$ cat config.mk
export PLATFORM = sky130hd
export DESIGN_NAME = psum_accum
export DESIGN_NICKNAME = d
export VERILOG_FILES = /design/src/hdl/psum_pkg.sv /design/src/hdl/psum_accum.sv
export SDC_FILE = /design/constraint.sdc
export NUM_CORES = 1
export LEC_CHECK = 0
export BUFFER_PORTS_ARGS = -buffer_cell sky130_fd_sc_hd__buf_2
export CAP_MARGIN = 20
export CORE_UTILIZATION = 45
export DETAILED_ROUTE_END_ITERATION = 7
export GPL_TIMING_DRIVEN = 1
export HOLD_SLACK_MARGIN = 0.12
export PLACE_DENSITY = 0.82
export SKIP_LAST_GASP = 1
export SYNTH_ARGS = -nofsm -noshare
export SYNTH_HDL_FRONTEND = slang
export SYNTH_SLANG_ARGS = --single-unit
$ cat constraint.sdc
create_clock -name clk -period 3.22 [get_ports clk]
set_input_delay 0.322 -clock clk [delete_from_list [all_inputs] [get_ports clk]]
set_output_delay 0.322 -clock clk [all_outputs]
set_load 0.005 [all_outputs]
$ cat src/hdl/psum_pkg.sv
package psum_pkg;

	// buffer geometry
	localparam int GLB_ADDR_W = 10;
	localparam int ROW_ADDR_W = GLB_ADDR_W - 2;
	localparam int NUM_BANKS = 4;

	// data widths
	localparam int PSUM_W = 16;
	localparam int ROW_W = NUM_BANKS * PSUM_W;

	typedef logic [PSUM_W-1:0] psum_word_t;
	typedef logic [ROW_W-1:0] psum_row_t;
	typedef logic [GLB_ADDR_W-1:0] glb_addr_t;
	typedef logic [ROW_ADDR_W-1:0] row_addr_t;

	// one update from the PE array
	typedef struct packed {
		glb_addr_t addr;
		psum_word_t value;
		logic first;
	} psum_item_t;

	// one row on the drain output
	typedef struct packed {
		psum_row_t row;
		logic last;
	} drain_beat_t;

	typedef enum logic {
		idle,
		run
	} drain_state_t;

endpackage

$ cat src/hdl/psum_accum.sv
`timescale 1ns/1ps

module psum_accum (
	input logic clk,
	input logic rst,

	input logic in_valid,
	input psum_pkg::psum_item_t in_item,

	output logic re_b,
	output logic we_b,
	output psum_pkg::glb_addr_t addr_b,
	output psum_pkg::psum_word_t wdata_b,
	input psum_pkg::psum_word_t rdata_b
);
	import psum_pkg::*;

	// stage 1 holds the item whose old value arrives this cycle
	logic s1_valid;
	psum_item_t s1_item;

	// last written sum, kept for forwarding
	logic wr_valid;
	glb_addr_t wr_addr;
	psum_word_t wr_sum;

	logic fwd_hit;
	psum_word_t old_value;
	psum_word_t sum;

	// stage 0
	assign re_b = in_valid;
	assign addr_b = in_item.addr;

	always_ff @(posedge clk)
	begin
		if (rst)
		begin
			s1_valid <= 1'b0;
			wr_valid <= 1'b0;
		end
		else
		begin
			s1_valid <= in_valid;
			wr_valid <= s1_valid;
		end
	end

	always_ff @(posedge clk)
	begin
		s1_item <= in_item;
		wr_addr <= s1_item.addr;
		wr_sum <= sum;
	end

	// read was issued while the previous sum to this word was still being written
	assign fwd_hit = wr_valid && (wr_addr == s1_item.addr);
	assign old_value = fwd_hit ? wr_sum : rdata_b;

	// wraps modulo 2^16
	assign sum = s1_item.first ? s1_item.value : old_value + s1_item.value;

	// the buffer writes to the address presented in the previous cycle
	assign we_b = s1_valid;
	assign wdata_b = sum;

endmodule

==> summary by stage <==
Global routing
The most congested layer reported by global routing is met2. The first global-routing pass estimated 7.86 mm of wire. In the global route stage, overall resource usage came out at 18.7%. Entering global routing, the biggest net connects 20 pins. For this run, global-route usage on met3 was measured as 5.96%. The via count of the first global-routing pass is 1961. In the global route stage, met2 resource usage came out at 36.5%.

The met1 usage is 18.7%. The initial antenna violation count is 0. The total grt overflow is 0.

Logic synthesis
After synthesis, the share of flip-flops with an asynchronous set or reset is 0%. Summed over all instances, the cell type with the most area after synthesis is dfxtp_1. The count of state elements after synthesis is 55. In the post-synthesis netlist, the biggest area contributors are dfxtp_1 47%, ha_1 9.0%, mux2_2 6.7%. For this run, the number of Yosys warnings is 0.

The number of nets produced by synthesis is 284. Of the post-synthesis cell area, the dominant cell type holds 46.6%. The number of instances in the synthesized netlist is 220. Ranked by instance count, the synthesized netlist is headed by 55 x dfxtp_1, 22 x nand2_1, 17 x ha_1, 17 x xnor2_1, 14 x mux2_2. The number of distinct standard cells referenced by the synthesized netlist is 39.

The most instantiated flip-flop cell in the synthesis netlist is dfxtp_1. The synthesized area per cell is 10.7 µm². The number of enable flip-flop cells after synthesis is 0.

The netlist area before placement is 0.00236 mm². After synthesis, flip-flops and latches occupy 46.6% of the total area. dfxtp_1 is the most common cell in the netlist.

Power
The power per standard cell area is 431 mW/mm². For this design the static power due to leakage is 1.56 nW. After layout, the design draws a total of 1.48 mW.

The largest vdd supply drop is 0.000287 V.

Timing
The hold violation count in the final report was 0. Hold timing on the final database bottoms out at a slack of 0.175 ns. The slew at the pin with the worst max-slew slack is 0.672 ns. The shortest clock period the worst path allows after layout is 3.75 ns. The worst slew margin relative to its limit is 55.1%. In the finished design, the share of the clock period the worst path needs comes to 117%.

The worst setup skew after layout is 0.0113 ns. Setup repair after global routing could not meet its margin everywhere. For the final routed database, the setup TNS stands at -4.45 ns.

The final-report setup violation count is 13. The maximum achievable frequency is 266 MHz. The max-slew violation count is 0.

Once routing completed, OpenROAD measured the worst setup slack at -0.533 ns.

Final layout
The area growth from synthesis to layout is 45.2%. At the end of the flow, the number of nets in the layout was 404. After the flow finishes, the layout carries non-filler instances totaling 410.

After routing the design area is 0.00343 mm². The proportion of layout cells with a drive suffix above 1 is 42.9%. The share of the core filled with cells is 67.7%.

The fill cell instance count of the final layout is 401. The repair_antennas step left the layout with diodes totalling 0.

Outcome
The final reports fail on setup timing. The run finished, with violations left.

Floorplanning
The initial standard-cell utilization of the core is 46.6%. The horizontal die dimension is 74.5 µm. The number of top-level pins is 74. The floorplan step set the die height to 74.5 µm. The number of core rows is 26. In this run the standard cell core region covers 0.00507 mm². The full die area is 0.00555 mm².

Clock network
The clock sink total is 55. The clock tree synthesis step divided the H-tree into 2 levels. Clock tree synthesis inserted a total of 5 buffers. For the worst-skew pair, the clock arrives at the later sink with an insertion delay of 0.31 ns.

In this run the clock root is driven by a clkbuf_8. TritonCTS built the clock tree. The clock passes through at most 2 buffers.

The clock slew seen by the registers of the worst setup and hold paths is 0.10 ns.

Placement
The area of placed instances is 0.00298 mm². The HPWL after detailed placement is 3.60 mm. The pre-CTS worst setup slack is -0.217 ns.

The total of buffers placed on input and output ports is 73. The placer congestion estimate is 0.828. Once placement completed, the tool counted placed cells totaling 372.

Critical path
In this run the critical register-to-register path is launched from wr_addr[7]. The standard cell with the maximum stage delay on the critical path is dfxtp_1. Traced cell by cell, the critical path runs through xnor2_1 > nand4_1 > nor3_4 > buf_12 > mux2_4 > ha_1 > a211oi_2 > nor2_2 > o31ai_4 > a21oi_2 > o221a_1 > o21a_1 > o31ai_2 > buf_2. The critical path launch point is wr_addr[7]. The setup check on the worst reg-to-reg path leaves a slack of 0.14 ns.

The endpoint of the worst setup timing path is wdata_b[13]. Along the worst path, the maximum fanout reaches 10. The setup path with the least slack is of type reg -> out. Measured in cells, the most critical reg-to-reg path has a length of 14. Grouping stages by cell kind, the critical path spends the most delay in compound AO/OA/AOI/OAI gates. The worst setup path is captured at an output port. For the worst setup path, the data arrival time is 3.43 ns. The endpoint of the lowest-slack register-to-register path is wr_sum[12]. Counting both buffers and inverters, the worst setup path holds a total of 2. On the worst path, the slowest cell contributes a delay of 0.32 ns. The type of element launching the critical path is a register. The required time at the endpoint of the critical path is 2.90 ns.

The number of gates on the worst path with buffers counted is 14.

Drt
The via count is 1991. After detailed routing, the average wire length per cell comes to 12.4 µm. In this run the remaining antenna-violating nets after routing total 0. The detailed router finished its first iteration with 98 violations. The total wirelength of the detailed-routed design is 5.08 mm. The total DRC errors in the routed layout is 0. The pre-antenna-repair detailed-routing pass consisted of 4 iterations. The mean number of vias per cell is 4.86.

Hold path
The path class of the tightest hold or removal check is in -> reg.

Job
The number of maximum-capacitance constraint violations is 0.
==> sequential cells by signal, summed over array words and instances, names as in the netlist <==
signal and flops:
s1_item 27, wr_sum 16, wr_addr 10, we_b 1, wr_valid 1
==> kinds of logic (layout without fill, tap and decap cells) <==
family	Yosys count	after routing	synth area share, %
AOI/OAI and AO/OA	47	47	13.1
xor gates and xnor gates	22	22	8.15
muxes	20	20	9.42
DFF	55	55	46.6
adders and majority gates	18	18	9.84
and+or+nand+nor	42	42	8.57
buffers and inverters	16	136	4.34
==> cells in the final DEF, fill, tap and decap left out, types with 3 or more instances in the layout <==
master and instances:
buf_2 73, dfxtp_1 53, dlygate4sd3_1 27, buf_4 27, nand2_1 22, xnor2_1 17
ha_1 11, mux2_2 10, o21ai_1 9, a21oi_2 7, a21oi_1 7, a21o_1 5
xor2_1 5, ha_4 5, clkbuf_8 5, mux2_4 4, mux2_1 4, nor2_1 4
o21ai_0 4, nand3_1 3, nand2b_1 3
==> how the worst min path moves through the flow <==
stage                 from     endpoint  slack [ns]  cells past startpoint
4_1_cts        in_item[25]  s1_item[25]        0.12                      1
5_1_grt                rst         we_b        0.17                      2
3_3_place_gp   s1_item[24]   wr_addr[7]        0.34                      0
6_report               rst     wr_valid        0.18                      2
2_1_floorplan  s1_item[24]   wr_addr[7]        0.34                      0
3_5_place_dp   s1_item[24]   wr_addr[7]        0.35                      0
==> layer usage <==
layer,vias up,share of wire [%]
met1,901,40
met5,-,0
met3,7,7.1
met2,86,52
li1,997,-
met4,0,0.79
==> what timing repair did <==
action	4_1_cts	5_1_grt
pin swaps	3	6
endpoints found under the setup margin	13	18
hold endpoints to repair	25	2
buffers inserted	2	2
resized for setup	6	6
hold buffers	25	2
==> cell type report <==
cell class / count / area [µm²] / share of cell area [%]
Timing Repair Buffer: 128 / 858 / 25.0
Multi-Input combinational cell: 149 / 1290 / 37.7
Tap cell: 70 / 87.6 / 2.55
Clock inverter: 2 / 17.5 / 0.510
Sequential cell: 55 / 1100 / 32.1
Inverter: 1 / 3.75 / 0.109
Clock buffer: 5 / 68.8 / 2.00
==> power by group <==
group	total, mW	switching, mW	leakage (nW)	internal, mW
combinational	0.348	0.150	1.06	0.198
sequential	0.762	0.0269	0.464	0.735
clock	0.371	0.218	0.0446	0.153
No activity file was read; power rests on OpenSTA's default activity.
