===== config.mk =====
export PLATFORM = sky130hd
export DESIGN_NAME = psum_drain
export DESIGN_NICKNAME = d
export VERILOG_FILES = /design/src/hdl/psum_pkg.sv /design/src/hdl/psum_drain.sv
export SDC_FILE = /design/constraint.sdc
export NUM_CORES = 1
export LEC_CHECK = 0
export ABC_AREA = 1
export BUFFER_PORTS_ARGS = -buffer_cell sky130_fd_sc_hd__buf_2
export CELL_PAD_IN_SITES_DETAIL_PLACEMENT = 0
export CELL_PAD_IN_SITES_GLOBAL_PLACEMENT = 1
export CORE_ASPECT_RATIO = 0.75
export CORE_MARGIN = 2
export CORE_UTILIZATION = 24
export CTS_BUF_LIST = sky130_fd_sc_hd__clkbuf_8
export CTS_CLUSTER_DIAMETER = 120
export CTS_CLUSTER_SIZE = 25
export DETAILED_ROUTE_END_ITERATION = 6
export GPL_TIMING_DRIVEN = 1
export PLACE_DENSITY_LB_ADDON = 0.1
export SLEW_MARGIN = 30
export SYNTH_ARGS = -nofsm -noshare
export SYNTH_HDL_FRONTEND = slang
export SYNTH_SLANG_ARGS = --single-unit

===== constraint.sdc =====
create_clock -name clk -period 2.1 [get_ports clk]
set_input_delay 0.21 -clock clk [delete_from_list [all_inputs] [get_ports clk]]
set_output_delay 0.21 -clock clk [all_outputs]
set_load 0.02 [all_outputs]

===== src/hdl/psum_pkg.sv =====
package psum_pkg;

	// buffer geometry
	localparam int GLB_ADDR_W = 10;
	localparam int ROW_ADDR_W = GLB_ADDR_W - 2;
	localparam int NUM_BANKS = 4;

	// data widths
	localparam int PSUM_W = 16;
	localparam int ROW_W = NUM_BANKS * PSUM_W;

	typedef logic [PSUM_W-1:0] psum_word_t;
	typedef logic [ROW_W-1:0] psum_row_t;
	typedef logic [GLB_ADDR_W-1:0] glb_addr_t;
	typedef logic [ROW_ADDR_W-1:0] row_addr_t;

	// one update from the PE array
	typedef struct packed {
		glb_addr_t addr;
		psum_word_t value;
		logic first;
	} psum_item_t;

	// one row on the drain output
	typedef struct packed {
		psum_row_t row;
		logic last;
	} drain_beat_t;

	typedef enum logic {
		idle,
		run
	} drain_state_t;

endpackage


===== src/hdl/psum_drain.sv =====
`timescale 1ns/1ps

module psum_drain #(
	parameter int DRAIN_CREDITS = 4
)(
	input logic clk,
	input logic rst,

	input logic drain_start,
	input psum_pkg::row_addr_t drain_rows,
	output logic busy,

	output logic re_a,
	output psum_pkg::row_addr_t row_a,
	input psum_pkg::psum_row_t rdata_a,

	output logic out_valid,
	output psum_pkg::drain_beat_t out_beat,
	input logic out_credit
);
	import psum_pkg::*;

	localparam int CW = $clog2(DRAIN_CREDITS + 1);

	drain_state_t state;
	row_addr_t row_cnt;
	row_addr_t last_row;
	logic all_issued;
	logic [CW-1:0] credit_cnt;
	logic issue;
	logic rd_q;
	logic last_q;

	assign issue = (state == run) && !all_issued && (credit_cnt != '0);
	assign re_a = issue;
	assign row_a = row_cnt;
	assign busy = (state == run);

	always_ff @(posedge clk)
	begin
		if (rst)
		begin
			state <= idle;
			row_cnt <= '0;
			all_issued <= 1'b0;
			credit_cnt <= CW'(DRAIN_CREDITS);
			rd_q <= 1'b0;
			last_q <= 1'b0;
		end
		else
		begin
			credit_cnt <= credit_cnt - CW'(issue) + CW'(out_credit);
			rd_q <= issue;
			last_q <= issue && (row_cnt == last_row);
			if (state == idle)
			begin
				if (drain_start)
				begin
					state <= run;
					row_cnt <= '0;
					all_issued <= 1'b0;
				end
			end
			else
			begin
				if (issue)
				begin
					row_cnt <= row_cnt + 1'b1;
					if (row_cnt == last_row)
						all_issued <= 1'b1;
				end
				// final beat leaves this cycle
				if (rd_q && last_q)
					state <= idle;
			end
		end
	end

	always_ff @(posedge clk)
	begin
		if (state == idle && drain_start)
			last_row <= drain_rows;
	end

	assign out_valid = rd_q;

	always_comb
	begin
		out_beat.row = rdata_a;
		out_beat.last = last_q;
	end

endmodule


==> impl_metrics.py, run 1 <==
metrics = {
    "status": {
        "status": "finished clean",
    },
    "final_layout": {
        "synthToLayoutAreaGrowth_pct": -13.91,
        "stdcell_count": 225,
        "design.final.nets": 225,
        "fillers": 700,
        "num_antenna_cells": 0,
        "drive_gt1_frac": 0.3056,
    },
    "detailed_routing": {
        "dr.pass1.iters": 4,
        "vias": 892,
        "drcViolationCount": 0,
        "drt_wl_total_mm": 3.112,
        "ant_nets": 0,
        "wl_per_cell_um": 13.83,
        "drt_iter0_drc": 21,
        "via_per_inst": 3.964,
    },
    "sta": {
        "drv_slew": 0,
        "period_needed_ps": 1944,
        "worst_pin_slew_ps": 307.0,
        "skew_ps": 4.057,
        "finalSetupViolCount": 0,
        "finalCritPeriodShare": 0.9258,
        "setup_tns_ps": 0,
        "relSlewSlack": 0.7951,
        "fmax_mhz": 514.3,
        "rsz0062_at_grt": "false",
        "final_hold_viol_count": 0,
    },
    "floorplanning": {
        "die_height_um": 73.94,
        "core_mm2": 0.006319,
        "start_util": 0.2477,
        "dieWidth_um": 97.25,
        "die_area_mm2": 0.007191,
        "rows": 25,
        "io_pins": 152,
    },
    "synthesis": {
        "netlist_area_mm2": 0.001565,
        "synth_area_leaders": "buf_4, dfxtp_1, edfxtp_1",
        "synth_top_area_cell": "buf_4",
        "ys_types": 23,
        "ys_seq_area_frac": 0.3453,
        "yosysMostFrequentCell": "buf_4",
        "synthArstFlopShare": 0,
        "yosys-top-cells-count": "buf_4, nand2_1, dfxtp_1",
        "netlist_instances": 181,
        "synth_edf_count": 8,
        "synth.net_count": 261,
        "synth_flop_cell": "dfxtp_1",
        "avgSynthCellArea_um2": 8.648,
        "yosysWarningCount": 0,
        "ys_ff_latch": 23,
        "yosys.area.top_type_share": 0.3165,
    },
    "place": {
        "dpl.cell_count": 219,
        "port_buffers": 23,
        "place.gp.congestion": 0.6638,
        "dp_hpwl_mm": 2.591,
    },
    "pwr": {
        "power.density_mw_per_mm2": 772.8,
        "vdd_drop_max_v": 0.0002502,
        "clockPowerShare": 0.267,
        "swShare": 0.2951,
        "p_switching_mw": 0.3073,
        "p_leak_nw": 0.5857,
        "internal-power_mw": 0.7341,
        "pwr-share-seq": 0.512,
        "comb_power_share": 0.220,
        "p_total_mw": 1.041,
    },
    "setup_path": {
        "worst_ep_required_time_ps": 2310,
        "cp-end-kind": "flop",
        "start_kind": "flop",
        "cp_max_fo": 4,
        "critPathKind": "reg2reg",
        "critPathArrivalTime_ps": 2160,
    },
    "global_routing": {
        "grt_pass1_vias": 886,
        "grt_max_degree": 13,
        "grt_antenna_before_repair": 0,
        "grt_remaining_overflow": 0,
        "globalRouteTotalUtil": 0.08555,
        "grt_pass1_wl_mm": 4.747,
    },
    "clock_network": {
        "cts.clk_slew.worst_paths_ps": 90,
        "clock_latency_ps": 260,
        "ctsLongestPathBuffers": 2,
        "cts_tree": "yes",
        "root_buffer": "clkbuf_8",
        "cts_htree_levels": 1,
        "cts_buffers": 3,
        "holdBufCountCts": 0,
        "cts_sinks": 23,
    },
    "min_path": {
        "min-delay-path-class": "in2reg",
    },
    "job": {
        "drv_cap": 0,
    },
}
power groups by stage:
stage	clock network, mW	logic (mW)	registers (mW)
floorplan	0	0.337	0.548
global placement	0	0.218	0.542
detailed placement	0	0.223	0.544
CTS	0.297	0.224	0.533
global route	0.306	0.264	0.541
finish	0.278	0.229	0.534
flip-flops by register name (all words and copies together), names as in the netlist:
register and flops:
busy 1, last_row 8, all_issued 1, row_a 8, last_q 1, out_valid 1, credit_cnt 3
critical path: stages (launching register included):
cell	delay, ps
dfxtp_2	350
nor2_1	80
nand2_1	90
nand2_4	90
inv_2	50
ha_1	280
inv_1	50
ha_1	130
inv_1	50
fa_1	370
or2_2	300
nand3_1	70
through the flow:
step	cell area, um2	utilization	hold WS, ps	worst slack (ps)
2_1_floorplan	1565	-	276.7	13.29
5_1_grt	1348	0.2133	101.3	17.71
6_report	1348	0.2133	115.8	155.8
4_1_cts	1331	0.2107	103.6	77.95
3_5_place_dp	1286	0.2036	388.1	93.17
3_3_place_gp	1286	0.2036	386.7	129.2
repair_timing:
| action | CTS | global route |
|---|---|---|
| endpoints found under the setup margin | 0 | 1 |
| setup buffers | 0 | 2 |
| gates resized for setup | 0 | 1 |
cell usage in the layout (no fill, tap or decap), types with 3 or more instances in the layout:
cell	instances
inv_1	14
xnor2_1	8
clkbuf_8	3
nand3_1	5
nand2_1	24
nand3_2	3
buf_2	23
ha_1	3
dfxtp_1	14
nor2_1	12
edfxtp_1	8
a21oi_1	6
inv_2	4
cells by family (layout without fill, tap and decap cells):
group / after synthesis / in the layout / synth area share
AND/OR/NAND/NOR: 54 / 54 / 0.1831
XOR/XNOR: 9 / 9 / 0.05036
buffers and inverters: 83 / 46 / 0.3573
flip-flops: 23 / 23 / 0.3453
adder cells (fa/ha/maj): 4 / 4 / 0.03677
AO/OA/AOI/OAI: 8 / 8 / 0.02718
final cells by class:
cell class,count,area [um2],area share
clock buffers,3,41.29,0.03064
well taps,81,101.3,0.07521
clock inverters,1,3.754,0.002786
inverters,17,63.81,0.04735
multi-input cells,75,465.4,0.3454
flip-flops and latches,23,541.8,0.4020
repair buffers,25,130.1,0.09656
worst paths after layout:
path                               startpoint            end  slack [ps]  cells after the start
worst max register to register  credit_cnt[1]  credit_cnt[2]         160                     11
worst max-delay path            credit_cnt[1]  credit_cnt[2]         160                     11
worst min-delay path            drain_rows[5]    last_row[5]         120                      1
worst min register to register     all_issued     all_issued         490                      2
routing by layer:
| metal | part of all wire | up-vias | GRT usage | routed length [um] |
|---|---|---|---|---|
| li1 | - | 422 | - | - |
| met1 | 0.40 | 369 | 0.09804 | 1231 |
| met2 | 0.42 | 79 | 0.1265 | 1303 |
| met3 | 0.14 | 22 | 0.05639 | 445 |
| met4 | 0.042 | 0 | 0.03704 | 131 |
| met5 | 0 | - | 0.006410 | 0 |
Power figures use the tool's default switching activity.
==> run 2, diff against run 1 <==
--- a/config.mk
+++ b/config.mk
@@ -6,7 +6,8 @@
 export NUM_CORES = 1
 export LEC_CHECK = 0
 export ABC_AREA = 1
-export BUFFER_PORTS_ARGS = -buffer_cell sky130_fd_sc_hd__buf_2
+export BUFFER_PORTS_ARGS = -buffer_cell sky130_fd_sc_hd__buf_4
+export CAP_MARGIN = 20
 export CELL_PAD_IN_SITES_DETAIL_PLACEMENT = 0
 export CELL_PAD_IN_SITES_GLOBAL_PLACEMENT = 1
 export CORE_ASPECT_RATIO = 0.75
==> impl_metrics.py, run 2 (same netlist as run 1, synthesis figures left out) <==
metrics = {
    "min_path": {
        "min-delay-path-class": "in2reg",
        "holdPathEnd": "last_row[2]",
        "holdPathStages": 1,
        "hp-start": "drain_rows[2]",
    },
    "place": {
        "port_buffers": 23,
        "dp_hpwl_mm": 2.649,
        "place.gp.congestion": 0.6873,
        "dpl.cell_count": 219,
    },
    "setup_path": {
        "r2r_slack_ps": 120,
        "start_kind": "flop",
        "critPathKind": "reg2reg",
        "rr_startpoint": "credit_cnt[1]",
        "cp_cell_sequence": "nor2_1 -> nand2_1 -> nand2_4 -> inv_2 -> ha_1 -> inv_1 -> ha_1 -> inv_1 -> fa_1 -> or2_2 -> nand3_1",
        "timing.rr.end": "credit_cnt[2]",
        "cp.buffers_inverters": 3,
        "cp-end-kind": "flop",
        "crit_family": "adder cells",
        "worst_ep_required_time_ps": 2310,
        "cpMaxStageDelayCell": "fa_1",
        "cp_max_fo": 4,
        "critPathArrivalTime_ps": 2200,
        "crit_path_max_incr_delay_ps": 370,
        "r2r_cells": 11,
    },
    "final_layout": {
        "stdcell_count": 225,
        "synthToLayoutAreaGrowth_pct": -10.31,
        "drive_gt1_frac": 0.2986,
        "design.final.nets": 225,
        "fillers": 701,
        "num_antenna_cells": 0,
        "final_cell_mix": "buf_4, nand2_1, dfxtp_1",
        "mostFrequentLayoutCell": "buf_4",
    },
    "sta": {
        "finalSetupViolCount": 0,
        "finalCritPeriodShare": 0.9436,
        "period_needed_ps": 1982,
        "rsz0062_at_grt": "false",
        "skew_ps": 3.257,
        "drv_slew": 0,
        "setup_tns_ps": 0,
        "worst_pin_slew_ps": 329.9,
        "fmax_mhz": 504.7,
        "final_hold_viol_count": 0,
        "relSlewSlack": 0.7799,
    },
    "detailed_routing": {
        "via_per_inst": 3.942,
        "ant_nets": 0,
        "drt_iter0_drc": 10,
        "drcViolationCount": 0,
        "dr.pass1.iters": 2,
        "wl_per_cell_um": 14.43,
        "vias": 887,
        "drt_wl_total_mm": 3.247,
    },
    "global_routing": {
        "grt_antenna_before_repair": 0,
        "grt_pass1_wl_mm": 4.885,
        "grt_remaining_overflow": 0,
        "globalRouteTotalUtil": 0.08831,
        "grt_pass1_vias": 909,
        "grt_max_degree": 13,
    },
    "clock_network": {
        "cts.clk_slew.worst_paths_ps": 90,
        "clock_latency_ps": 270,
        "cts_htree_levels": 1,
        "ctsLongestPathBuffers": 2,
        "post_cts_resized": 0,
        "cts_buffers": 3,
        "cts_sinks": 23,
        "holdBufCountCts": 0,
        "root_buffer": "clkbuf_8",
        "cts_tree": "yes",
        "post_cts_buffers": 0,
    },
    "pwr": {
        "power.density_mw_per_mm2": 751.4,
        "p_leak_nw": 0.5949,
        "vdd_drop_max_v": 0.0002351,
    },
    "status": {
        "status": "finished clean",
    },
    "job": {
        "drv_cap": 0,
    },
    "floorplanning": {
        "dieWidth_um": 97.25,
        "rows": 25,
        "die_height_um": 73.94,
        "start_util": 0.2477,
        "die_area_mm2": 0.007191,
        "core_mm2": 0.006319,
        "io_pins": 152,
    },
}
run 2: cell counts in the layout (fill, tap and decap cells not counted):
No cell type changed its count.
run 2: worst max-delay path by stage:
stage                  startpoint             to  depth (start not counted)
floorplan                    busy  credit_cnt[2]                         11
global placement    credit_cnt[1]  credit_cnt[2]                         11
detailed placement  credit_cnt[1]  credit_cnt[2]                         11
CTS                 credit_cnt[1]  credit_cnt[2]                         11
global route        credit_cnt[1]  credit_cnt[2]                         11
finish              credit_cnt[1]  credit_cnt[2]                         11
run 2: area by class of cell:
cell class                      count  area, um2  area share
Tap cell                           81      101.3     0.07219
Clock inverter                      1      3.754    0.002674
Multi-Input combinational cell     75      465.4      0.3315
Inverter                           17      63.81     0.04545
Timing Repair Buffer               25      187.7      0.1337
Sequential cell                    23      540.5      0.3850
Clock buffer                        3      41.29     0.02941
run 2: metrics by stage:
step | utilization | cell area (um2) | hold WS [ps] | setup slack (ps) | total power [mW]
2_1_floorplan | - | 1565 | 276.7 | 13.29 | 0.8846
3_3_place_gp | 0.2127 | 1344 | 388.4 | 127.5 | 0.7723
3_5_place_dp | 0.2127 | 1344 | 389.5 | 85.71 | 0.7801
4_1_cts | 0.2198 | 1389 | 102.1 | 57.21 | 1.075
5_1_grt | 0.2222 | 1404 | 93.18 | 4.933 | 1.135
6_report | 0.2222 | 1404 | 114.3 | 118.5 | 1.055
run 2: worst reg2reg max path: stages, from the launching register on:
cell and delay (ps):
dfxtp_1 360, nor2_1 90, nand2_1 90, nand2_4 90, inv_2 50, ha_1 280
inv_1 60, ha_1 130, inv_1 50, fa_1 370, or2_2 300, nand3_1 60
run 2: metal layers:
metal	vias up	global-route usage	share of wire
met5	-	0.006410	0
met4	0	0.04630	0.045
met3	24	0.05451	0.13
met2	72	0.1373	0.42
met1	371	0.09546	0.40
li1	420	-	-
run 2: report_power, final:
group	switching, mW	internal (mW)	total, mW
sequential	0.0320	0.502	0.534
combinational	0.129	0.111	0.240
clock	0.151	0.131	0.281
total	0.311	0.744	1.05
==> run 3, diff against run 2 <==
--- a/config.mk
+++ b/config.mk
@@ -13,7 +13,6 @@
 export CORE_ASPECT_RATIO = 0.75
 export CORE_MARGIN = 2
 export CORE_UTILIZATION = 24
-export CTS_BUF_LIST = sky130_fd_sc_hd__clkbuf_8
 export CTS_CLUSTER_DIAMETER = 120
 export CTS_CLUSTER_SIZE = 25
 export DETAILED_ROUTE_END_ITERATION = 6
==> impl_metrics.py, run 3 (same netlist as run 1, synthesis figures left out) <==
metrics = {
    "clock_network": {
        "cts_buffers": 3,
        "cts_sinks": 23,
        "cts_htree_levels": 1,
        "root_buffer": "clkbuf_8",
        "cts_tree": "yes",
        "clock_latency_ps": 270,
        "cts.clk_slew.worst_paths_ps": 90,
        "holdBufCountCts": 0,
        "ctsLongestPathBuffers": 2,
    },
    "setup_path": {
        "timing.rr.end": "credit_cnt[2]",
        "crit_path_max_incr_delay_ps": 370,
        "cp_max_fo": 4,
        "critPathArrivalTime_ps": 2200,
        "critPathKind": "reg2reg",
        "cp-end-kind": "flop",
        "rr_startpoint": "credit_cnt[1]",
        "r2r_cells": 11,
        "start_kind": "flop",
        "worst_ep_required_time_ps": 2310,
        "cpMaxStageDelayCell": "fa_1",
        "setup.worst_path.end": "credit_cnt[2]",
        "cp-startpoint": "credit_cnt[1]",
        "r2r_slack_ps": 120,
        "cp_cell_sequence": "nor2_1 -> nand2_1 -> nand2_4 -> inv_2 -> ha_1 -> inv_1 -> ha_1 -> inv_1 -> fa_1 -> or2_2 -> nand3_1",
    },
    "final_layout": {
        "design.final.nets": 225,
        "drive_gt1_frac": 0.2986,
        "utilization": 0.2222,
        "fillers": 701,
        "final_cell_mix": "buf_4, nand2_1, dfxtp_1",
        "num_antenna_cells": 0,
        "mostFrequentLayoutCell": "buf_4",
        "final-seq-area_um2": 540.5,
        "synthToLayoutAreaGrowth_pct": -10.31,
        "multi_input_area_um2": 465.4,
        "stdcell_count": 225,
    },
    "place": {
        "place_ws_ps": 85.71,
        "place.gp.congestion": 0.6873,
        "dp_hpwl_mm": 2.649,
        "port_buffers": 23,
        "dpl.cell_count": 219,
    },
    "floorplanning": {
        "core_mm2": 0.006319,
        "die_height_um": 73.94,
        "die_area_mm2": 0.007191,
        "dieWidth_um": 97.25,
        "io_pins": 152,
        "rows": 25,
        "start_util": 0.2477,
    },
    "sta": {
        "drv_slew": 0,
        "rsz0062_at_grt": "false",
        "setup_tns_ps": 0,
        "period_needed_ps": 1982,
        "finalSetupViolCount": 0,
        "worst_pin_slew_ps": 329.9,
        "final_hold_viol_count": 0,
        "relSlewSlack": 0.7799,
        "fmax_mhz": 504.7,
        "finalCritPeriodShare": 0.9436,
        "worst_slack_ps": 118.5,
        "skew_ps": 3.508,
    },
    "pwr": {
        "p_total_mw": 1.059,
        "p_leak_nw": 0.5907,
        "vdd_drop_max_v": 0.0002351,
        "power.density_mw_per_mm2": 754.7,
    },
    "detailed_routing": {
        "ant_nets": 0,
        "vias": 887,
        "drt_iter0_drc": 10,
        "dr.pass1.iters": 2,
        "wl_per_cell_um": 14.43,
        "via_per_inst": 3.942,
        "drt_wl_total_mm": 3.247,
        "drcViolationCount": 0,
    },
    "global_routing": {
        "grt_max_degree": 13,
        "grt_pass1_wl_mm": 4.885,
        "grt_remaining_overflow": 0,
        "grt_antenna_before_repair": 0,
        "globalRouteTotalUtil": 0.08831,
        "grt_pass1_vias": 909,
    },
    "job": {
        "drv_cap": 0,
    },
    "status": {
        "status": "finished clean",
    },
    "min_path": {
        "min-delay-path-class": "in2reg",
    },
}
[run 3: changes by cell type in the layout (fill, tap and decap cells not counted), sizes merged]
| cell | delta |
|---|---|
| clkbuf | +1 |
| inv | -1 |
[run 3: cell type report]
type,instances,share of cell area
clock buffers,4,0.03209
flip-flops and latches,23,0.3850
well taps,81,0.07219
multi-input cells,75,0.3315
inverters,17,0.04545
repair buffers,25,0.1337
[run 3: worst min-delay path by stage]
stage / depth (start not counted) / from / to / slack, ps
finish: 1 / drain_rows[2] / last_row[2] / 110
global route: 1 / drain_rows[1] / last_row[1] / 90
CTS: 1 / drain_rows[2] / last_row[2] / 100
detailed placement: 1 / drain_rows[2] / last_row[2] / 390
global placement: 1 / drain_rows[5] / last_row[5] / 390
floorplan: 1 / rst / credit_cnt[1] / 280
[run 3: repair_timing]
action / in CTS / in global routing
setup buffers: 0 / 2
resized for setup: 0 / 0
setup endpoints to repair: 0 / 1
[run 3: worst max-delay path: cells and delay by family, from the launching register on]
| kind | cells | cell delay (ps) |
|---|---|---|
| buf+inv | 3 | 160 |
| fa+ha+maj | 3 | 780 |
| simple gates | 5 | 630 |
| flops | 1 | 360 |
[run 3: power by group]
| group | switching [mW] | internal (mW) | leakage, nW | total, mW |
|---|---|---|---|---|
| logic | 0.129 | 0.111 | 0.369 | 0.240 |
| registers | 0.0320 | 0.502 | 0.199 | 0.534 |
| clock network | 0.150 | 0.136 | 0.0228 | 0.286 |
[run 3: routing by layer]
layer	global-route usage	wire [um]	up-vias	part of all wire
li1	-	-	420	-
met3	0.05451	429	24	0.13
met1	0.09546	1301	371	0.40
met2	0.1373	1370	72	0.42
met4	0.04630	145	0	0.045
met5	0.006410	0	-	0
[run 3: stage by stage]
| stage | area (um2) | hold slack, ps |
|---|---|---|
| 3_3_place_gp | 1344 | 388.4 |
| 5_1_grt | 1404 | 93.64 |
| 4_1_cts | 1389 | 102.4 |
| 6_report | 1404 | 114.6 |
| 3_5_place_dp | 1344 | 389.5 |
| 2_1_floorplan | 1565 | 276.7 |
